### config.mk
export PLATFORM = sky130hd
export DESIGN_NAME = ram_arbiter_flat
export DESIGN_NICKNAME = d
export VERILOG_FILES = /design/src/hdl/mz_mem_pkg.sv /design/src/hdl/mem_port_if.sv /design/src/hdl/ram_arbiter.sv /design/src/flat_wrapper.sv
export VERILOG_INCLUDE_DIRS = /design/src /design/src/hdl
export SDC_FILE = /design/constraint.sdc
export NUM_CORES = 1
export LEC_CHECK = 0
export BUFFER_PORTS_ARGS = -buffer_cell sky130_fd_sc_hd__clkbuf_2
export CAP_MARGIN = 40
export CORE_AREA = 2 2 93 95
export DETAILED_ROUTE_END_ITERATION = 12
export DIE_AREA = 0 0 95 97
export GPL_TIMING_DRIVEN = 0
export PLACE_DENSITY = 0.52
export SLEW_MARGIN = 20
export SYNTH_ARGS = -nofsm -noshare
export SYNTH_HDL_FRONTEND = slang
export SYNTH_SLANG_ARGS = --single-unit
export TNS_END_PERCENT = 50
### constraint.sdc
create_clock -name vclk -period 1.2
set_input_delay 0.24 -clock vclk [all_inputs]
set_output_delay 0.24 -clock vclk [all_outputs]
set_load 0.01 [all_outputs]
### src/hdl/mz_config.svh
`ifndef MZ_CONFIG_SVH
`define MZ_CONFIG_SVH

// --------------------
// Host bus
// --------------------
`define MZ_ADDR_W 24          // Mezzanine address width
`define MZ_DATA_W 32          // Bus data width
`define MZ_LANES 4            // Byte lanes per word

// --------------------
// Buffer RAM and map
// --------------------
`define MZ_RAM_IDX_W 9        // 512 words
`define MZ_REG_PAGE 4'h0      // Value of addr[15:12] for the register page

// Strobe input stages before the level qualifier
`define MZ_SYNC_STAGES 2

`endif

### src/hdl/mz_mem_pkg.sv
`default_nettype none
`include "mz_config.svh"

package mz_mem_pkg;

  // --------------------
  // Buffer RAM types
  // --------------------
  typedef logic [`MZ_DATA_W-1:0]    ram_word_t;  // One RAM word
  typedef logic [`MZ_RAM_IDX_W-1:0] ram_idx_t;   // Word index
  typedef logic [`MZ_LANES-1:0]     byte_en_t;   // Lane write enables

  // Sum function word map
  localparam ram_idx_t SUM_TRIGGER_IDX = ram_idx_t'(0);  // Read returns A + B
  localparam ram_idx_t SUM_A_IDX       = ram_idx_t'(1);  // First operand
  localparam ram_idx_t SUM_B_IDX       = ram_idx_t'(2);  // Second operand

endpackage

`default_nettype wire

### src/hdl/mem_port_if.sv
`default_nettype none

// One requester's view of the shared buffer RAM
interface mem_port_if (
  input logic clk  // Arbiter clock
);
  import mz_mem_pkg::*;

  logic      req;    // Held until gnt
  byte_en_t  we;     // Lane writes and all zero on read
  ram_idx_t  idx;    // Word index
  ram_word_t wdata;  // Write word
  ram_word_t rdata;  // Valid the cycle after gnt
  logic      gnt;    // Access happens this cycle

  modport requester (
    output req,
    output we,
    output idx,
    output wdata,
    input  rdata,
    input  gnt
  );

  modport arbiter (
    input  clk,
    input  req,
    input  we,
    input  idx,
    input  wdata,
    output rdata,
    output gnt
  );

endinterface

`default_nettype wire

### src/hdl/ram_arbiter.sv
`default_nettype none

module ram_arbiter (
  mem_port_if.arbiter           host,       // Bus slave requests
  mem_port_if.arbiter           eng,        // Sum engine requests
  output logic                  ram_en,
  output mz_mem_pkg::byte_en_t  ram_we,
  output mz_mem_pkg::ram_idx_t  ram_idx,
  output mz_mem_pkg::ram_word_t ram_wdata,
  input  mz_mem_pkg::ram_word_t ram_rdata
);

  // --------------------
  // Grant
  // --------------------
  assign eng.gnt  = eng.req;                // Engine first
  assign host.gnt = host.req && !eng.req;   // Host when engine is quiet

  // Forward the winner to the RAM
  always_comb begin
    ram_en    = eng.req || host.req;
    ram_we    = '0;
    ram_idx   = host.idx;
    ram_wdata = host.wdata;
    if (eng.gnt) begin
      ram_we    = eng.we;
      ram_idx   = eng.idx;
      ram_wdata = eng.wdata;
    end else if (host.gnt) begin
      ram_we = host.we;                     // Host fields already on the mux
    end
  end

  // Shared read data
  // Only the port granted last cycle samples it
  assign host.rdata = ram_rdata;
  assign eng.rdata  = ram_rdata;

  // Waiting host keeps its request and fields
  a_host_hold: assert property (@(posedge host.clk)
    (host.req && !host.gnt) |=>
      (host.req && $stable(host.idx) && $stable(host.we) && $stable(host.wdata)));

endmodule

`default_nettype wire

### src/flat_wrapper.sv
// flat-port wrapper written by rule: the top's interface ports become plain ports
module ram_arbiter_flat 
  (ram_en, ram_we, ram_idx, ram_wdata, ram_rdata, clk, host_req, host_we, host_idx, host_wdata, host_rdata, host_gnt, eng_req, eng_we, eng_idx, eng_wdata, eng_rdata, eng_gnt);
  mem_port_if host_i (.clk(clk));
  mem_port_if eng_i (.clk(clk));
  output logic ram_en;
  output mz_mem_pkg::byte_en_t ram_we;
  output mz_mem_pkg::ram_idx_t ram_idx;
  output mz_mem_pkg::ram_word_t ram_wdata;
  input  mz_mem_pkg::ram_word_t ram_rdata;
  input wire logic clk;
  input wire logic [$bits(host_i.req)-1:0] host_req;
  input wire logic [$bits(host_i.we)-1:0] host_we;
  input wire logic [$bits(host_i.idx)-1:0] host_idx;
  input wire logic [$bits(host_i.wdata)-1:0] host_wdata;
  output wire logic [$bits(host_i.rdata)-1:0] host_rdata;
  output wire logic [$bits(host_i.gnt)-1:0] host_gnt;
  input wire logic [$bits(eng_i.req)-1:0] eng_req;
  input wire logic [$bits(eng_i.we)-1:0] eng_we;
  input wire logic [$bits(eng_i.idx)-1:0] eng_idx;
  input wire logic [$bits(eng_i.wdata)-1:0] eng_wdata;
  output wire logic [$bits(eng_i.rdata)-1:0] eng_rdata;
  output wire logic [$bits(eng_i.gnt)-1:0] eng_gnt;
  assign host_i.req = host_req;
  assign host_i.we = host_we;
  assign host_i.idx = host_idx;
  assign host_i.wdata = host_wdata;
  assign host_rdata = host_i.rdata;
  assign host_gnt = host_i.gnt;
  assign eng_i.req = eng_req;
  assign eng_i.we = eng_we;
  assign eng_i.idx = eng_idx;
  assign eng_i.wdata = eng_wdata;
  assign eng_rdata = eng_i.rdata;
  assign eng_gnt = eng_i.gnt;
  ram_arbiter u_core (.host(host_i), .eng(eng_i), .ram_en(ram_en), .ram_we(ram_we), .ram_idx(ram_idx), .ram_wdata(ram_wdata), .ram_rdata(ram_rdata));
endmodule
==> results.sh <==
export IMPL_status="complete, no violations"
export IMPL_rsz0062_at_grt="yes"
export IMPL_min_to="host_rdata[20]"
export IMPL_placedCellCount=432
export IMPL_cap_violations=0
export IMPL_period_needed_ns=1.19
export IMPL_worstPathCellList="clkbuf_16 -> buf_12 -> mux2_4 -> buf_6"
export IMPL_gp_congestion=0.674
export IMPL_die_w_um=95
export IMPL_ys_types=9
export IMPL_p_leak_nw=1.67
export IMPL_yosysTopAreaCellShare_pct=48.4
export IMPL_vias=1550
export IMPL_drt_iter0_markers=12
export IMPL_pwr_share_comb_pct=100.0
export IMPL_clock_buffers=0
export IMPL_place_area_um2=2420
export IMPL_hold_violations=0
export IMPL_start_util_pct=15.6
export IMPL_fin_util_pct=32.5
export IMPL_flops_and_latches=0
export IMPL_drive_gt1_share_pct=97.0
export IMPL_critPathArrivalTime_ns=0.95
export IMPL_stdcell_count=437
export IMPL_nets=459
export IMPL_finalWirelength_um=4590
export IMPL_crit_family="buffers and inverters"
export IMPL_wire_per_inst_um=10.5
export IMPL_syn_nets=249
export IMPL_synth_largest_area_cell="mux2_4"
export IMPL_drc=0
export IMPL_die_h_um=97
export IMPL_power_frac_seq_pct=0
export IMPL_worst_ep_required_time_ns=0.96
export IMPL_diodes=0
export IMPL_via_per_inst=3.55
export IMPL_power_switching_share_pct=35.8
export IMPL_register_area_um2=0
export IMPL_finalMaxSlewViolations=0
export IMPL_synth_compound_area_share_pct=1.87
export IMPL_synth_top_family_by_area="multiplexers"
export IMPL_hold_depth=2
export IMPL_setup_viol=0
export IMPL_synth_avg_cell_area_um2=10.3
export IMPL_critPathKind="input pin to output port"
export IMPL_drt_pass1_iterations=3
export IMPL_syn_to_final_growth_pct=108
export IMPL_fin_total_pwr_mw=1.04
export IMPL_synthCells=124
export IMPL_max_slew_margin_rel_pct=90.7
export IMPL_yosys_top_cells_area="mux2_4 48%, buf_4 38%, buf_12 6.3%"
export IMPL_path_max_fanout=5
export IMPL_crit_buf_inv=3
export IMPL_track_usage_pct=7.58
export IMPL_worstHoldStart="ram_rdata[20]"
export IMPL_grt_pass1_wl_um=5880
export IMPL_clkPwrFrac_pct=0
export IMPL_cp_slowest_cell="mux2_4"
export IMPL_io_buffers=203
export IMPL_synth_area_um2=1270
export IMPL_cts_setup_buffers=0
export IMPL_setup_ws_ns=0.0104
export IMPL_powerDensity_nw_per_um2=394
export IMPL_grt_max_degree=11
export IMPL_end_kind="output port"
export IMPL_hold_class="input pin to output port"
export IMPL_min_period_over_period_pct=99.1
export IMPL_setup_tns_ns=0
export IMPL_synth_mux_area_share_pct=48.4
export IMPL_yosys_warnings=0
export IMPL_cts_hold_buf=0
export IMPL_grt_pass1_vias=1404
export IMPL_power_switching_mw=0.373
export IMPL_seq_area_frac_synth_pct=0
export IMPL_synth_xor_area_share_pct=0
export IMPL_hold_ws_ns=0.666
export IMPL_final_cell_area_um2=2640
export IMPL_ant_nets=0
export IMPL_hpwl_um=4050
export IMPL_max_freq_ghz=0.841
export IMPL_row_count=33
export IMPL_peakVddDrop_mv=0.116
export IMPL_dieArea_um2=9220
export IMPL_fp_coreArea_um2=8130
export IMPL_yosys_area_share_simple_pct=3.34
export IMPL_worstMarginPinSlew_ns=0.139
export IMPL_gr_total_overflow=0
export IMPL_synthAdderAreaFrac_pct=0
export IMPL_p_int_mw=0.669
export IMPL_antenna_found_initial=0
export IMPL_dp_slack_ns=-0.0440
export IMPL_crit_path_max_incr_delay_ns=0.30
export IMPL_critPathLaunchType="input pin"
export IMPL_ios=237
-- layer usage --
metal	vias to the layer above	track usage [%]	share of wire [%]
met2	114	17.8	56
met1	668	6.87	33
met3	0	0.389	11
met4	0	0	0
li1	768	-	-
met5	-	0	0
-- how the worst max path moves through the flow --
stage,from,to,cells past startpoint
2_1_floorplan,eng_req,ram_idx[0],3
3_3_place_gp,eng_req,ram_wdata[26],4
3_5_place_dp,eng_req,ram_wdata[16],4
4_1_cts,eng_req,ram_wdata[5],4
5_1_grt,eng_req,ram_idx[5],4
6_report,eng_req,ram_wdata[28],4
-- cells in the mapped netlist --
cell type  count
a22o_1         1
buf_4         65
nand2_1        6
buf_12         4
buf_6          2
o21ai_0        3
nor2b_4        1
or2_2          1
mux2_4        41
-- layout by cell type, fill, tap and decap left out --
cell | netlist | layout
buf_16 | 0 | 2
buf_4 | 65 | 65
buf_8 | 0 | 1
nor2b_4 | 1 | 1
clkbuf_16 | 0 | 4
a22o_1 | 1 | 1
o21ai_0 | 3 | 3
nand2_1 | 6 | 6
or2_2 | 1 | 1
mux2_4 | 41 | 41
buf_6 | 2 | 12
buf_12 | 4 | 4
clkbuf_2 | 0 | 191
-- cell type report --
type,instances,area [µm²]
Fill cell,856,5490
Multi-Input combinational cell,53,682
Buffer,71,611
Timing Repair Buffer,208,1220
Tap cell,105,131
-- cell families (layout without fill, tap and decap cells) --
kind of cell    count (synthesis)  after routing
simple gates                    8              8
buf+inv                        71            279
mux                            41             41
compound gates                  4              4
-- power by group through the flow --
| stage | Combinational [mW] | Clock [mW] | Sequential, mW |
|---|---|---|---|
| 4_1_cts | 0.977 | 0 | 0 |
| 3_3_place_gp | 0.950 | 0 | 0 |
| 6_report | 1.04 | 0 | 0 |
| 5_1_grt | 1.12 | 0 | 0 |
| 3_5_place_dp | 0.959 | 0 | 0 |
| 2_1_floorplan | 0.565 | 0 | 0 |
-- repair_timing --
item	in CTS	in global routing
endpoints found under the setup margin	41	30
gates cloned	1	4
resized for setup	3	32
No activity file was read; power rests on OpenSTA's default activity.
