==> config.mk <==
export PLATFORM = sky130hd
export DESIGN_NAME = sum_engine_flat
export DESIGN_NICKNAME = d
export VERILOG_FILES = /design/src/hdl/mz_mem_pkg.sv /design/src/hdl/mem_port_if.sv /design/src/hdl/sum_engine.sv /design/src/flat_wrapper.sv
export VERILOG_INCLUDE_DIRS = /design/src /design/src/hdl
export SDC_FILE = /design/constraint.sdc
export NUM_CORES = 1
export LEC_CHECK = 0
export BUFFER_PORTS_ARGS = -buffer_cell sky130_fd_sc_hd__buf_4
export CORE_AREA = 10 10 92 94
export DETAILED_ROUTE_END_ITERATION = 16
export DIE_AREA = 0 0 102 104
export PLACE_DENSITY = 0.8
export REMOVE_ABC_BUFFERS = 1
export SLEW_MARGIN = 10
export SYNTH_ARGS = -nofsm -noshare
export SYNTH_HDL_FRONTEND = slang
export SYNTH_SLANG_ARGS = --single-unit
==> constraint.sdc <==
create_clock -name clk -period 4.2 [get_ports clk]
set_clock_uncertainty 0.05 [all_clocks]
set_input_delay 0 -clock clk [delete_from_list [all_inputs] [get_ports clk]]
set_output_delay 0 -clock clk [all_outputs]
set_load 0.05 [all_outputs]
==> src/hdl/mz_config.svh <==
`ifndef MZ_CONFIG_SVH
`define MZ_CONFIG_SVH

// --------------------
// Host bus
// --------------------
`define MZ_ADDR_W 24          // Mezzanine address width
`define MZ_DATA_W 32          // Bus data width
`define MZ_LANES 4            // Byte lanes per word

// --------------------
// Buffer RAM and map
// --------------------
`define MZ_RAM_IDX_W 9        // 512 words
`define MZ_REG_PAGE 4'h0      // Value of addr[15:12] for the register page

// Strobe input stages before the level qualifier
`define MZ_SYNC_STAGES 2

`endif

==> src/hdl/mz_mem_pkg.sv <==
`default_nettype none
`include "mz_config.svh"

package mz_mem_pkg;

  // --------------------
  // Buffer RAM types
  // --------------------
  typedef logic [`MZ_DATA_W-1:0]    ram_word_t;  // One RAM word
  typedef logic [`MZ_RAM_IDX_W-1:0] ram_idx_t;   // Word index
  typedef logic [`MZ_LANES-1:0]     byte_en_t;   // Lane write enables

  // Sum function word map
  localparam ram_idx_t SUM_TRIGGER_IDX = ram_idx_t'(0);  // Read returns A + B
  localparam ram_idx_t SUM_A_IDX       = ram_idx_t'(1);  // First operand
  localparam ram_idx_t SUM_B_IDX       = ram_idx_t'(2);  // Second operand

endpackage

`default_nettype wire

==> src/hdl/mem_port_if.sv <==
`default_nettype none

// One requester's view of the shared buffer RAM
interface mem_port_if (
  input logic clk  // Arbiter clock
);
  import mz_mem_pkg::*;

  logic      req;    // Held until gnt
  byte_en_t  we;     // Lane writes and all zero on read
  ram_idx_t  idx;    // Word index
  ram_word_t wdata;  // Write word
  ram_word_t rdata;  // Valid the cycle after gnt
  logic      gnt;    // Access happens this cycle

  modport requester (
    output req,
    output we,
    output idx,
    output wdata,
    input  rdata,
    input  gnt
  );

  modport arbiter (
    input  clk,
    input  req,
    input  we,
    input  idx,
    input  wdata,
    output rdata,
    output gnt
  );

endinterface

`default_nettype wire

==> src/hdl/sum_engine.sv <==
`default_nettype none

module sum_engine (
  input  logic                  clk,
  input  logic                  rst_n,
  input  logic                  sum_start,   // One-cycle pulse
  output logic                  sum_done,    // One-cycle pulse
  output mz_mem_pkg::ram_word_t sum_result,  // Valid with sum_done
  mem_port_if.requester         mem          // Engine path to buffer RAM
);
  import mz_mem_pkg::*;

  typedef enum logic [2:0] {
    ENG_IDLE,
    ENG_RD_A,    // Request word A
    ENG_WAIT_A,  // Word A on rdata
    ENG_RD_B,    // Request word B
    ENG_WAIT_B   // Word B on rdata and result out
  } eng_state_t;

  eng_state_t state;
  ram_word_t  op_a;   // First operand

  // --------------------
  // Fetch sequence
  // --------------------
  always_ff @(posedge clk or negedge rst_n) begin
    if (!rst_n) begin
      state <= ENG_IDLE;
    end else begin
      case (state)
        ENG_IDLE: begin
          if (sum_start) begin
            state <= ENG_RD_A;
          end
        end
        ENG_RD_A: begin
          if (mem.gnt) begin
            state <= ENG_WAIT_A;
          end
        end
        ENG_WAIT_A: state <= ENG_RD_B;
        ENG_RD_B: begin
          if (mem.gnt) begin
            state <= ENG_WAIT_B;
          end
        end
        ENG_WAIT_B: state <= ENG_IDLE;
        default:    state <= ENG_IDLE;
      endcase
    end
  end

  always_ff @(posedge clk) begin
    if (state == ENG_WAIT_A) begin
      op_a <= mem.rdata;  // Hold word A
    end
  end

  // Read-only requester
  assign mem.req   = (state == ENG_RD_A) || (state == ENG_RD_B);
  assign mem.we    = '0;
  assign mem.idx   = (state == ENG_RD_B) ? SUM_B_IDX : SUM_A_IDX;
  assign mem.wdata = '0;

  assign sum_done   = (state == ENG_WAIT_B);
  assign sum_result = op_a + mem.rdata;  // Wraps at 32 bits

  a_start_idle: assert property (@(posedge clk) disable iff (!rst_n)
    sum_start |-> (state == ENG_IDLE));

endmodule

`default_nettype wire

==> src/flat_wrapper.sv <==
// flat-port wrapper written by rule: the top's interface ports become plain ports
module sum_engine_flat import mz_mem_pkg::*;
  (clk, rst_n, sum_start, sum_done, sum_result, mem_req, mem_we, mem_idx, mem_wdata, mem_rdata, mem_gnt);
  mem_port_if mem_i (.clk(clk));
  input  logic clk;
  input  logic rst_n;
  input  logic sum_start;
  output logic sum_done;
  output mz_mem_pkg::ram_word_t sum_result;
  output wire logic [$bits(mem_i.req)-1:0] mem_req;
  output wire logic [$bits(mem_i.we)-1:0] mem_we;
  output wire logic [$bits(mem_i.idx)-1:0] mem_idx;
  output wire logic [$bits(mem_i.wdata)-1:0] mem_wdata;
  input wire logic [$bits(mem_i.rdata)-1:0] mem_rdata;
  input wire logic [$bits(mem_i.gnt)-1:0] mem_gnt;
  assign mem_req = mem_i.req;
  assign mem_we = mem_i.we;
  assign mem_idx = mem_i.idx;
  assign mem_wdata = mem_i.wdata;
  assign mem_i.rdata = mem_rdata;
  assign mem_i.gnt = mem_gnt;
  sum_engine u_core (.clk(clk), .rst_n(rst_n), .sum_start(sum_start), .sum_done(sum_done), .sum_result(sum_result), .mem(mem_i));
endmodule
==> flow_metrics.tcl <==
set metrics [dict create \
    internal-power_uw 1270 \
    crit_top_cell "buf_4" \
    worst_pin_slew_ns 0.741 \
    overflow 0 \
    grt_setup_unrepaired "no" \
    utilization 0.631 \
    die_area_um2 10600 \
    synth.distinct_cells 64 \
    layout_commonest_cell "buf_4" \
    path_clk_slew_ns 0.07 \
    via_per_inst 5.40 \
    synthArstFlopShare 0.0857 \
    leakagePower_uw 0.00181 \
    placementRows 30 \
    pwr-share-comb 0.729 \
    wl_per_cell_um 15.9 \
    status "finished clean" \
    yosys.area.top_type_share 0.288 \
    cts_buffer_depth 2 \
    synthFlopType "edfxtp_1" \
    fmax_mhz 338 \
    fin_crit_sh 0.705 \
    die_y_um 104 \
    p_sw_uw 1640 \
    crit_buf_inv 3 \
    core_um2 6680 \
    drtIter0Drc 176 \
    drv_cap 0 \
    crit_family "compound AO/OA/AOI/OAI gates" \
    path_cells "dlygate4sd3_1 > buf_4 > ha_1 > fa_1 > a21o_1 > a221oi_4 > o211ai_2 > a211oi_2 > o21ai_2 > xor2_1 > buf_4" \
    multi_input_area_um2 2080 \
    cp-start-kind "input pin" \
    cts_tree "built" \
    setup_viol 0 \
    die_w_um 102 \
    netlist_area_um2 3340 \
    dr.pass1.iters 4 \
    initial_core_util 0.499 \
    yosys_warnings 0 \
    slew_headroom 0.505 \
    n_antenna_cell 0 \
    cpMaxStageDelayCell "dlygate4sd3_1" \
    grt_pass1_vias 2943 \
    report.final.slew_viol_count 0 \
    wirelength_um 8560 \
    layout_common_cells "72 x buf_4, 43 x conb_1, 36 x dlygate4sd3_1, 32 x edfxtp_1, 31 x ha_1" \
    criticalPathCategory "input pin to primary output" \
    yosys.area.top_type "edfxtp_1" \
    grt_pass1_wl_um 13800 \
    seq_area_frac_synth 0.311 \
    antenna_found_initial 0 \
    numClockSinks 35 \
    grt_max_degree 20 \
    num_io_pins 115 \
    crit_path_end_kind "primary output" \
    synth_cells 352 \
    nFillCells 577 \
    switching_share 0.564 \
    seq_area_um2 1040 \
    required_ns 4.15 \
    clk_latency_ns 0.28 \
    cp_max_fo 5 \
    place_congestion 0.875 \
    root_buffer "clkbuf_8" \
    hold_viol_final 0 \
    grt_use_total 0.155 \
    ys_ff_latch 35 \
    layout-drive-gt1-share 0.208 \
    io_buffer_count 71 \
    slowest_delay_ns 0.53 \
    drc 0 \
    area_delta_synth_final_pct 26.3 \
    cts_buffers 5 \
    hpwl_um 6740 \
    dp.cells 493 \
    layout.nets 524 \
    seq_power_share 0.188 \
    yosys-top-cells-area "edfxtp_1 29%, ha_1 12%, buf_4 9.9%" \
    stdcell_count 537 \
    h-tree-depth 2 \
    vdd_drop_max_v 0.000573 \
    worstPathArrival_ns 2.91 \
    min_period_ns 2.96 \
    via_count 2898 \
    p_clk_frac 0.083 \
    antenna_left 0 \
    postCtsResizedCells 0 \
    fin_setup_tns_ns 0 \
    hold_class "input pin to flip-flop" \
    synth-edff-count 32 \
    power_density_nw_per_um2 690 \
    syn_area_per_cell_um2 9.48 \
]
## layer usage
metal,share of wire,global-route usage,vias to the layer above,routed length (um)
met2,0.45,0.245,109,3880
li1,-,-,1440,-
met4,0.012,0.0413,0,104
met5,0,0,-,0
met3,0.087,0.0439,11,745
met1,0.45,0.199,1338,3830
## per-stage QoR
step	setup WS [ns]	power [uW]	hold WS [ns]	area [um2]
after CTS	1.25	2910	0.385	4210
final	1.24	2910	0.391	4210
after floorplan	0.858	2080	-0.346	3120
after detailed placement	1.59	2620	-0.258	3760
after global routing	1.07	3080	0.402	4210
after global placement	1.62	2600	-0.261	3760
## cells in the mapped netlist (2+ instances only)
cell type,number
nand3_1,7
edfxtp_1,32
nand4_1,10
nor3b_1,3
o31ai_1,2
o211ai_1,2
xnor2_1,14
nand2_1,20
nor2_1,19
o21bai_1,6
o21ai_0,15
a211oi_2,2
nor2b_1,4
nand2b_1,2
xor2_1,13
o21ai_1,6
a21o_1,13
a21boi_1,2
a211oi_1,4
buf_2,6
a31oi_1,4
nand3b_1,2
o21a_1,3
or2_2,2
and2_1,2
inv_1,5
a2111oi_0,2
buf_4,44
nor3_1,11
o221ai_1,2
clkbuf_2,2
ha_1,31
a21oi_1,27
dfrtp_1,3
## layout make-up
type                    count  share of cell area
well taps                  80              0.0238
multi-input cells         301               0.493
flip-flops and latches     35               0.246
inverters                   5             0.00446
repair buffers            108               0.214
clock buffers               7              0.0181
clock inverters             1             0.00119
## worst paths after layout
kind	start	endpoint	slack, ns	cells after the start
setup reg to reg	u_core.state[2]	u_core.op_a[4]	2.27	2
max in group asynchronous	rst_n	u_core.state[0]	3.39	3
min in group asynchronous	rst_n	u_core.state[2]	0.56	3
setup / recovery	mem_rdata[0]	sum_result[28]	1.24	11
hold / removal	mem_rdata[29]	u_core.op_a[29]	0.39	2
hold reg to reg	u_core.state[2]	u_core.state[1]	0.54	1
## flip-flops by register name, summed over array words and instances, names as in the netlist
name and flops:
u_core.state 3, u_core.op_a 32
## power groups by stage
stage / sequential [uW] / clock, uW / combinational (uW)
finish: 547 / 241 / 2120
global route: 557 / 263 / 2260
CTS: 544 / 248 / 2110
detailed placement: 549 / 0 / 2070
global placement: 546 / 0 / 2060
floorplan: 543 / 0 / 1540
## cells by family (layout without fill, tap and decap cells)
kind of cell    count (synthesis)  count (layout)  share of synthesized area
xor+xnor                       27              27                     0.0709
compound gates                106             106                      0.224
flops                          35              35                      0.311
other cells                     1              43                    0.00112
mux                             1               1                    0.00300
buf+inv                        58             121                      0.118
fa+ha+maj                      32              32                      0.122
simple gates                   92              92                      0.150
## what timing repair did
| item | CTS | global route |
|---|---|---|
| hold buffers | 36 | 0 |
| endpoints found under the hold margin | 37 | 0 |
| buffers inserted | 0 | 0 |
No activity file was read; power rests on OpenSTA's default activity.
