$ cat config.mk
export PLATFORM = sky130hd
export DESIGN_NAME = ctrl_regs
export DESIGN_NICKNAME = d
export VERILOG_FILES = /design/src/hdl/mz_bus_pkg.sv /design/src/hdl/ctrl_regs.sv
export VERILOG_INCLUDE_DIRS = /design/src /design/src/hdl
export SDC_FILE = /design/constraint.sdc
export NUM_CORES = 1
export LEC_CHECK = 0
export BUFFER_PORTS_ARGS = -buffer_cell sky130_fd_sc_hd__buf_2
export CAP_MARGIN = 20
export CORE_UTILIZATION = 25
export CTS_CLUSTER_SIZE = 40
export DETAILED_ROUTE_END_ITERATION = 6
export PLACE_DENSITY = 0.4
export SETUP_SLACK_MARGIN = 0.1
export SLEW_MARGIN = 20
export SYNTH_ARGS = -nofsm -noshare
export SYNTH_HDL_FRONTEND = slang
export SYNTH_SLANG_ARGS = --single-unit
$ cat constraint.sdc
create_clock -name clk -period 2.9 [get_ports clk]
set_input_delay 0.29 -clock clk [delete_from_list [all_inputs] [get_ports clk]]
set_output_delay 0.29 -clock clk [all_outputs]
set_load 0.01 [all_outputs]
$ cat src/hdl/mz_config.svh
`ifndef MZ_CONFIG_SVH
`define MZ_CONFIG_SVH

// --------------------
// Host bus
// --------------------
`define MZ_ADDR_W 24          // Mezzanine address width
`define MZ_DATA_W 32          // Bus data width
`define MZ_LANES 4            // Byte lanes per word

// --------------------
// Buffer RAM and map
// --------------------
`define MZ_RAM_IDX_W 9        // 512 words
`define MZ_REG_PAGE 4'h0      // Value of addr[15:12] for the register page

// Strobe input stages before the level qualifier
`define MZ_SYNC_STAGES 2

`endif

$ cat src/hdl/mz_bus_pkg.sv
`default_nettype none
`include "mz_config.svh"

package mz_bus_pkg;

  typedef logic [`MZ_ADDR_W-1:0] bus_addr_t;  // Latched host address
  typedef logic [`MZ_DATA_W-1:0] bus_data_t;  // One bus word
  typedef logic [7:0]            reg_off_t;   // Offset inside register page

  // Bus sequencer
  typedef enum logic [2:0] {
    SEQ_IDLE,       // Waiting for strobe
    SEQ_DECODE,     // Address latched
    SEQ_ACCESS,     // Register, RAM or sum access
    SEQ_READ_WAIT,  // RAM read data arrives
    SEQ_ACK,        // Raise DTACK
    SEQ_HOLD_ACK    // DTACK high until strobe drops
  } seq_state_t;

  // Decoder control register offsets
  localparam reg_off_t REG_RUN    = 8'h00;  // Start level in bit 0
  localparam reg_off_t REG_NCS    = 8'h10;  // Coding scheme
  localparam reg_off_t REG_NCT    = 8'h14;  // Channel type
  localparam reg_off_t REG_N1     = 8'h18;
  localparam reg_off_t REG_N2     = 8'h1c;
  localparam reg_off_t REG_NNOBPA = 8'h20;  // Out bits part A
  localparam reg_off_t REG_NNOBPB = 8'h24;  // Out bits part B
  localparam reg_off_t REG_PPPA   = 8'h28;  // Puncture pattern A
  localparam reg_off_t REG_PPPB   = 8'h2c;  // Puncture pattern B
  localparam reg_off_t REG_LVL    = 8'h30;  // Level

endpackage

`default_nettype wire

$ cat src/hdl/ctrl_regs.sv
`default_nettype none

module ctrl_regs (
  input  logic                  clk,
  input  logic                  rst_n,
  input  logic                  reg_wr,
  input  mz_bus_pkg::reg_off_t  reg_off,
  input  mz_bus_pkg::bus_data_t reg_wdata,
  output mz_bus_pkg::bus_data_t reg_rdata,  // Zero on unmapped offset
  output logic                  ctrl_run     // Decoder start level
);
  import mz_bus_pkg::*;

  localparam int NUM_REGS = 10;

  bus_data_t  regs_q [NUM_REGS];  // Run then nine arguments
  logic [3:0] sel;                // Register slot
  logic       hit;                // Offset is mapped

  // Offset decode
  always_comb begin
    hit = 1'b1;
    sel = 4'd0;
    case (reg_off)
      REG_RUN:    sel = 4'd0;
      REG_NCS:    sel = 4'd1;
      REG_NCT:    sel = 4'd2;
      REG_N1:     sel = 4'd3;
      REG_N2:     sel = 4'd4;
      REG_NNOBPA: sel = 4'd5;
      REG_NNOBPB: sel = 4'd6;
      REG_PPPA:   sel = 4'd7;
      REG_PPPB:   sel = 4'd8;
      REG_LVL:    sel = 4'd9;
      default:    hit = 1'b0;
    endcase
  end

  always_ff @(posedge clk or negedge rst_n) begin
    if (!rst_n) begin
      for (int i = 0; i < NUM_REGS; i++) begin
        regs_q[i] <= '0;
      end
    end else if (reg_wr && hit) begin
      regs_q[sel] <= reg_wdata;   // Full-word write
    end
  end

  assign reg_rdata = hit ? regs_q[sel] : '0;
  assign ctrl_run  = regs_q[0][0];  // Run register bit 0

endmodule

`default_nettype wire

==> metrics.csv, run 1 <==
metric;value;unit
fin_ws;0.126;ns
grt_pass1_vias;10800;
yosysWarnings;0;
reg2reg_slack;2.11;ns
irDropWorstVdd;0.352;mV
cts_max_level;2;
wl;48200;µm
cts_made_buffers;40;
clockBufferDepth;3;
skew;0;ns
maxSlewViolCount;0;
busiest_layer;met2;
row_count;88;
report.final.hold_viol_count;0;
yosysTopAreaCell;dfrtp_1;
via_per_inst;5.05;
place_inst;1930;
ys.flop_type;dfrtp_1;
synth_area_leaders;dfrtp_1 (54%), mux2_2 (24%), o32a_1 (2.1%), a221oi_1 (1.8%), o22a_1 (1.8%);
fmax;0.360;GHz
core;58000;µm²
hpwl;31300;µm
clock_latency;0.55;ns
synthDistinctLibCells;53;
drc;0;
grt_max_degree;93;
synth-compound-area-share;12.9;%
power.share.sequential;46.0;%
die_w;245;µm
netlist_instances;1127;
synthMuxAreaShare;24.5;%
rsz0062_at_grt;yes;
synth.avg_cell_area;13.1;µm²
drive_gt1_share;47.4;%
worst-path-max-fanout;16;
switching_share;23.5;%
grt.overflow.total;0;
die_y;245;µm
yosysSeqAreaShare;54.2;%
maxCapViolCount;0;
clk_pin_slew_worst_paths;0.05;ns
final_util;31.2;%
worstSetupPathType;in2out;
wire_per_inst;24.0;µm
preCtsSetupSlack;-0.295;ns
synth_xor_area_share;0.0593;%
synth_edf_count;0;
synthArstFlopShare;100;%
p_leak;8.33;nW
holdPathStages;2;
setup_viol;0;
initial_utilization;25.4;%
synthAdderAreaFrac;0;%
hp-class;in2reg;
io_pins;76;
fin_crit;2.77;ns
synth_area;14800;µm²
ys_ff_latch;320;
maxSlewHeadroom;41.8;%
clock_sinks;320;
grtUsageMet2;26.2;%
drt-pass1-iter-count;5;
yosysTopAreaCellShare;54.2;%
grt_antenna_before_repair;1;
worst_ep_arrival_time;2.48;ns
first_iter_violations;458;
period_share;95.7;%
io_buffers;75;
synthesis.nets;1170;
root_buffer;clkbuf_16;
synth_top_family_by_area;multiplexers;
worstRegToRegCells;1;
yosys.area_share.simple;4.70;%
intPower;7.95;mW
grtUsageMet1;22.7;%
required;2.61;ns
cp-start-kind;input port;
met3_usage;2.34;%
pwr-share-clk;47.1;%
vias;10100;
critPathCaptureType;output port;
tightest_slew;0.873;ns
drtAntennaViolNets;0;
cts_tree;done;
grt_usage;16.3;%
final_cells;2003;
powerDensity;574;nW/µm²
grt_first_pass_wirelength;72800;µm
die-area;60000;µm²
status;finished, final reports clean;
setup-tns-final;0;ns
n_antenna_cell;0;
area_growth;22.6;%
layout.nets;1254;
gp_congestion;0.784;
power_frac_comb;6.9;%
p_switching;2.44;mW
sequential cells by signal (all words and copies together) (netlist names):
signal and cells:
regs_q 319, ctrl_run 1
critical path, stage by stage:
cell and delay (ns):
buf_2 0.12, or4_4 0.57, or3_2 0.54, buf_12 0.19, o32a_1 0.20, o21ai_1 0.18, a2111oi_2 0.10, buf_4 0.15
buf_2 0.13
per-layer routing:
metal  share of wire, %  vias up
met3                3.1       61
met1                 48     5436
met2                 47      162
met5                  0        -
li1                   -     4464
met4                2.3        0
power groups by stage:
stage          logic (mW)  clock network (mW)  registers (mW)
2_1_floorplan       0.396                   0            4.82
3_3_place_gp        0.712                   0            4.85
3_5_place_dp        0.725                   0            4.85
4_1_cts             0.734                5.06            4.78
5_1_grt             0.795                5.24            4.80
6_report            0.720                4.89            4.78
kinds of logic after synthesis:
| group | Yosys count |
|---|---|
| AO/OA/AOI/OAI | 244 |
| XOR/XNOR | 1 |
| buffers and inverters | 127 |
| flip-flops | 320 |
| multiplexers | 321 |
| AND/OR/NAND/NOR | 114 |
cells in the final DEF, fill, tap and decap left out, types with 8 or more instances in the layout:
cell	Yosys	routed
nand3b_1	25	25
clkbuf_1	45	11
a2111oi_2	0	11
or3_1	26	25
buf_2	13	73
o221ai_1	24	24
buf_12	0	28
o32a_1	31	31
mux2_2	318	318
buf_4	6	60
dfrtp_1	320	320
nor3_1	8	8
a2111oi_1	23	12
clkbuf_8	0	8
clkbuf_16	0	41
nor2_1	21	20
o21ai_0	12	11
o21ai_1	30	24
o21ai_2	1	8
a221oi_1	31	30
a21oi_1	26	24
o22ai_1	9	9
o22a_1	31	31
area by class of cell:
| type | instances | area, µm² |
|---|---|---|
| flip-flops and latches | 320 | 8010 |
| repair buffers | 167 | 1450 |
| inverters | 2 | 7.51 |
| clock buffers | 60 | 1180 |
| well taps | 765 | 957 |
| multi-input cells | 680 | 6410 |
| clock inverters | 9 | 95.1 |
| fillers | 5825 | 39900 |
cell usage after synthesis, drive strengths merged, types with 2 or more instances:
cell type / instances
nand4b: 2
a221oi: 31
o221ai: 24
a211oi: 7
nand2: 14
dfrtp: 320
nand3b: 25
o22a: 31
clkbuf: 45
a2111oi: 24
o32a: 31
nand2b: 2
nor2: 22
nor3: 9
nor4: 3
inv: 2
o21ai: 43
o211ai: 2
a22oi: 6
or3: 26
a21oi: 27
o22ai: 9
buf: 80
a32oi: 4
a21o: 2
nor2b: 2
mux2: 320
path summary, 6_finish.rpt:
check	startpoint	endpoint
max	reg_off[1]	reg_rdata[0]
min	reg_wdata[6]	regs_q[6]$_DFFE_PN0P_
max reg2reg	ctrl_run$_DFFE_PN0P_	ctrl_run$_DFFE_PN0P_
min reg2reg	regs_q[6]$_DFFE_PN0P_	regs_q[6]$_DFFE_PN0P_
max in group asynchronous	rst_n	regs_q[295]$_DFFE_PN0P_
min in group asynchronous	rst_n	regs_q[35]$_DFFE_PN0P_
through the flow:
| stage | hold WS, ns | power, mW | area [µm²] |
|---|---|---|---|
| 6_report | 0.110 | 10.4 | 18100 |
| 5_1_grt | 0.125 | 10.8 | 18100 |
| 4_1_cts | 0.0935 | 10.6 | 18000 |
| 3_5_place_dp | 0.422 | 5.58 | 16700 |
| 3_3_place_gp | 0.418 | 5.56 | 16700 |
| 2_1_floorplan | -0.00559 | 5.22 | 14800 |
timing repair:
item                                    in CTS  in global routing
hold buffers                                 1                  0
setup buffers                                0                  3
resized for setup                           19                 11
gates cloned                                 0                  0
endpoints found under the setup margin      18                 12
pin swaps                                    1                  5
hold endpoints to repair                    81                  0
(Power assumes the default switching activity.)
==> run 2, diff against run 1 <==
CORE_MARGIN = 5   (was unset)
GPL_TIMING_DRIVEN = 0   (was unset)
SLEW_MARGIN = unset   (was 20)
==> run 2 against run 1 <==
  * Via count up 4.2%
  * Worst setup slack worse by 0.025 ns
  * Fmax down 0.91%
  * Sequential share of layout area about the same
  * Largest cell class unchanged
==> metrics.csv, run 2 (synthesis gave the netlist of run 1 again) <==
metric;value;unit;change
first_iter_violations;729;;+59%
clk_pin_slew_worst_paths;0.06;ns;about the same
setup_viol;0;;unchanged
irDropWorstVdd;0.308;mV;-12%
die_w;253;µm;+3.3%
grt_usage;17.4;%;+1.1 points
maxSlewHeadroom;23.4;%;-18 points
cts_tree;done;;
drt-pass1-iter-count;5;;unchanged
worst_ep_arrival_time;2.51;ns;+0.03 ns
cts_max_level;2;;unchanged
status;finished, final reports clean;;
final_common_cell;dfrtp_1;;
final_util;30.8;%;-0.41 points
cp-start-kind;input port;;
grt_pass1_vias;10800;;-0.24%
multi_input_area;6600;µm²;+3.0%
initial_utilization;25.1;%;-0.33 points
final_cells;2037;;+1.7%
rsz0062_at_grt;yes;;
clock_latency;0.54;ns;about the same
wl_met3;3440;µm;+130%
root_buffer;clkbuf_16;;
io_buffers;43;;-43%
regMostFlops;regs_q;;
largest_reg_flops;319;;unchanged
min_from;reg_wdata[1];;
clockBufferDepth;3;;unchanged
clock_sinks;320;;unchanged
grt.overflow.total;0;;unchanged
setup-tns-final;0;ns;unchanged
grt_max_degree;112;;+20%
worstSetupPathType;in2out;;
report.final.hold_viol_count;0;;unchanged
drc;0;;unchanged
via_per_inst;5.18;;+2.5%
area_growth;22.5;%;about the same
fmax;0.357;GHz;-0.91%
drive_gt1_share;44.0;%;-3.4 points
drtAntennaViolNets;0;;unchanged
fin_crit;2.80;ns;+0.0254 ns
cts_made_buffers;39;;-2.5%
gp_congestion;0.822;;+4.9%
top_layer_used;met5;;
whs;0.272;ns;+0.162 ns
die_y;253;µm;+3.3%
worst-path-max-fanout;10;;-6
maxSlewViolCount;0;;unchanged
p_leak;8.16;nW;-2.0%
vias;10500;;+4.2%
skew;0;ns;unchanged
powerDensity;564;nW/µm²;-1.8%
r2r-start;ctrl_run$_DFFE_PN0P_;;
grt_antenna_before_repair;5;;+4
period_share;96.5;%;+0.88 points
hp-class;in2reg;;
dr_wl_met2;26100;µm;+16%
layout.nets;1282;;+2.2%
worstRegToRegCells;1;;unchanged
nFillCells;5976;;+2.6%
holdPathStages;2;;unchanged
startpoint;reg_off[2];;
row_count;89;;+1.1%
required;2.61;ns;about the same
wire_per_inst;27.8;µm;+16%
critPathCaptureType;output port;;
seq_area;8010;µm²;unchanged
tightest_slew;1.15;ns;+0.276 ns
io_pins;76;;unchanged
die-area;64000;µm²;+6.6%
drt-met1-wl;25500;µm;+10%
hpwl;36400;µm;+16%
core;58800;µm²;+1.3%
grt_first_pass_wirelength;80700;µm;+11%
place_inst;1957;;+1.4%
maxCapViolCount;0;;unchanged
wl;56700;µm;+18%
layout_common_cells;dfrtp_1 (320), mux2_2 (318), buf_2 (56);;
run 2: changes by cell type in the layout (fill, tap and decap cells not counted), sizes merged:
cell,before,now
bufinv,2,1
clkinv,7,0
clkinvlp,0,1
clkbuf,60,90
clkdlybuf4s15,0,1
diode,0,4
buf,166,163
inv,2,3
run 2: final cells by class:
| type | instances | area share, % |
|---|---|---|
| Tap cell | 773 | 5.35 |
| Timing Repair Buffer | 72 | 3.32 |
| Multi-Input combinational cell | 680 | 36.5 |
| Clock buffer | 59 | 6.31 |
| Sequential cell | 320 | 44.3 |
| Clock inverter | 3 | 0.256 |
| Inverter | 2 | 0.0415 |
| Buffer | 124 | 3.94 |
| Antenna cell | 4 | 0.0553 |
run 2: final timing paths:
kind                       slack, ns                      end
max reg2reg                     2.09     ctrl_run$_DFFE_PN0P_
min                             0.27  regs_q[257]$_DFFE_PN0P_
min reg2reg                     0.49    regs_q[6]$_DFFE_PN0P_
max                             0.10            reg_rdata[19]
min in group asynchronous       0.41   regs_q[47]$_DFFE_PN0P_
max in group asynchronous       1.36  regs_q[266]$_DFFE_PN0P_
run 2: what timing repair did:
action,in CTS,in global routing
hold endpoints to repair,99,0
pin swaps,11,7
endpoints found under the setup margin,32,32
buffers inserted,7,5
resized for setup,113,50
hold buffers,1,0
run 2: power breakdown:
group	switching (mW)	internal, mW
Clock	1.93	2.77
Combinational	0.433	0.287
Sequential	0.103	4.67
Total	2.47	7.74
run 2: worst max-delay path, stage by stage:
cell and delay [ns]:
buf_2 0.14, buf_2 0.19, or2_2 0.42, a21oi_4 0.32
buf_4 0.20, buf_4 0.13, o221ai_1 0.11, a2111oi_1 0.47
buf_2 0.22
run 2: metrics by stage:
step	area [µm²]	power [mW]	worst slack, ns
after CTS	17800	10.3	0.0159
after floorplan	14800	5.22	0.577
after global placement	15900	5.51	-5.14
final	18100	10.2	0.101
after global routing	18100	10.6	0.0585
after detailed placement	16200	5.54	-1.44
run 2: layer usage:
metal / GRT usage, % / vias to the layer above
met5: 0 / -
met4: 5.28 / 6
met3: 4.07 / 99
met2: 27.7 / 289
met1: 23.8 / 5626
li1: - / 4528
==> run 3, diff against run 2 <==
REMOVE_ABC_BUFFERS = 1   (was unset)
==> run 3 against run 2 <==
  * Critical path depth unchanged
  * Utilization is 0.64 points higher
  * Sequential share of layout area shrank 0.91 points
  * Combinational power is 4.6% higher
  * Sequential cell count stayed put
  * Sequential power about the same
  * Clock skew did not move
  * Critical endpoint is now reg_rdata[4]
  * Largest cell class unchanged
  * Largest power group is now clock
==> metrics.csv, run 3 (synthesis gave the netlist of run 1 again) <==
metric;value;unit;change
grt_pass1_vias;10700;;-0.84%
tightest_slew;0.690;ns;-0.460 ns
layout.nets;1238;;-3.4%
fin_crit;2.81;ns;+0.00936 ns
grt_usage;15.6;%;-1.9 points
preCtsSetupSlack;-1.46;ns;-0.0222 ns
required;2.61;ns;about the same
fmax;0.356;GHz;-0.33%
drive_gt1_share;47.7;%;+3.6 points
first_iter_violations;645;;-12%
grt_first_pass_wirelength;74800;µm;-7.4%
drtAntennaViolNets;0;;unchanged
reg2reg_slack;2.11;ns;+0.02 ns
io_buffers;75;;+74%
vias;10300;;-2.8%
maxSlewHeadroom;53.8;%;+30 points
wl;51200;µm;-9.8%
report.final.hold_viol_count;0;;unchanged
final_common_cell;dfrtp_1;;
grt_antenna_before_repair;3;;-2
die-area;64000;µm²;unchanged
hp-class;in2reg;;
wire_per_inst;25.6;µm;-8.0%
row_count;89;;unchanged
powerDensity;562;nW/µm²;-0.35%
worstRegToRegCells;1;;unchanged
cp-start-kind;input port;;
maxSlewViolCount;0;;unchanged
power;10.4;mW;+1.7%
worstSetupPathType;in2out;;
cts_max_level;2;;unchanged
final_util;31.4;%;+0.64 points
irDropWorstVdd;0.306;mV;-0.65%
rsz0062_at_grt;yes;;
clockBufferDepth;3;;unchanged
worst-path-max-fanout;54;;+44
largest_reg_flops;319;;unchanged
drc;0;;unchanged
clock_sinks;320;;unchanged
status;finished, final reports clean;;
regMostFlops;regs_q;;
setup_viol;0;;unchanged
critPathCaptureType;output port;;
worst_ep_arrival_time;2.52;ns;about the same
period_share;96.9;%;+0.32 points
skew;0;ns;unchanged
critical_path.endpoint;reg_rdata[4];;
grt_max_degree;96;;-14%
whs;0.127;ns;-0.145 ns
drt-pass1-iter-count;4;;-1
grt.overflow.total;0;;unchanged
p_leak;8.41;nW;+3.0%
fin_ws;0.0912;ns;-0.00936 ns
die_y;253;µm;unchanged
root_buffer;clkbuf_16;;
clock_latency;0.54;ns;about the same
layout_common_cells;dfrtp_1 (320), mux2_2 (318), buf_2 (70);;
reg2reg_to;regs_q[6]$_DFFE_PN0P_;;
initial_utilization;25.1;%;unchanged
hpwl;30800;µm;-15%
die_w;253;µm;unchanged
cts_made_buffers;38;;-2.6%
gp_congestion;0.698;;-15%
r2r-start;regs_q[6]$_DFFE_PN0P_;;
clk_pin_slew_worst_paths;0.07;ns;about the same
io_pins;76;;unchanged
cts_tree;done;;
maxCapViolCount;0;;unchanged
startpoint;reg_off[2];;
area_growth;25.1;%;
via_per_inst;5.13;;-0.90%
core;58800;µm²;unchanged
[run 3: cell types whose count changed in the layout (fill, tap and decap cells not counted), moves of 8 or more]
| cell | previous run | this run |
|---|---|---|
| buf_1 | 55 | 0 |
| clkbuf_1 | 19 | 9 |
| o21ai_1 | 18 | 30 |
| buf_6 | 12 | 4 |
| o21ai_2 | 12 | 0 |
| clkbuf_2 | 11 | 0 |
| clkinv_2 | 0 | 9 |
| buf_12 | 0 | 23 |
| buf_2 | 56 | 70 |
[run 3: area by class of cell]
type / instances / area (µm²)
antenna: 2 / 5.00
clock buffer: 55 / 1130
clock inverter: 13 / 123
fill: 5920 / 40300
inverter: 2 / 7.51
multi-input combinational: 681 / 6590
sequential: 320 / 8010
tap: 773 / 967
timing repair buffer: 152 / 1650
[run 3: power breakdown]
part / internal [mW] / switching (mW) / total (mW)
sequential: 4.67 / 0.0991 / 4.77
clock: 2.89 / 1.97 / 4.85
combinational: 0.328 / 0.425 / 0.754
total: 7.89 / 2.49 / 10.4
[run 3: worst max-delay path, cell delays in order]
cell and delay, ns:
buf_12 0.17, buf_16 0.19, o211ai_1 0.24, and4b_4 0.42, buf_12 0.18, o22a_1 0.13, o21ai_1 0.11, a2111oi_4 0.51
buf_2 0.22
[run 3: metal layers]
metal | GRT usage, % | wire, µm | vias to the layer above
met5 | 0 | 14 | -
met1 | 23.0 | 25000 | 5513
li1 | - | - | 4436
met4 | 3.62 | 922 | 2
met2 | 23.5 | 22600 | 241
met3 | 3.15 | 2590 | 61
[run 3: worst min-delay path by stage]
stage,from,endpoint,slack [ns],cells past startpoint
floorplan,rst_n,ctrl_run$_DFFE_PN0P_,-0.006,0
global placement,regs_q[35]$_DFFE_PN0P_,regs_q[35]$_DFFE_PN0P_,0.47,1
detailed placement,rst_n,regs_q[194]$_DFFE_PN0P_,0.25,1
CTS,reg_wdata[27],regs_q[283]$_DFFE_PN0P_,0.09,2
global route,reg_wdata[31],regs_q[127]$_DFFE_PN0P_,0.12,2
finish,reg_wdata[27],regs_q[283]$_DFFE_PN0P_,0.13,2
[run 3: repair_timing]
action / in CTS / in global routing
buffers inserted: 20 / 11
hold endpoints to repair: 50 / 0
gates cloned: 2 / 3
setup endpoints to repair: 96 / 29
pin swaps: 13 / 8
resized for setup: 45 / 5
hold buffers: 1 / 0
[run 3: per-stage QoR]
stage	instances	cell area (µm²)	setup TNS [ns]
final	1998	18500	0
after global routing	1996	18500	-0.0173
after CTS	1982	18300	0
after global placement	1850	15600	-2674.93
after floorplan	1002	14200	-53.97
after detailed placement	1891	16500	-95.94
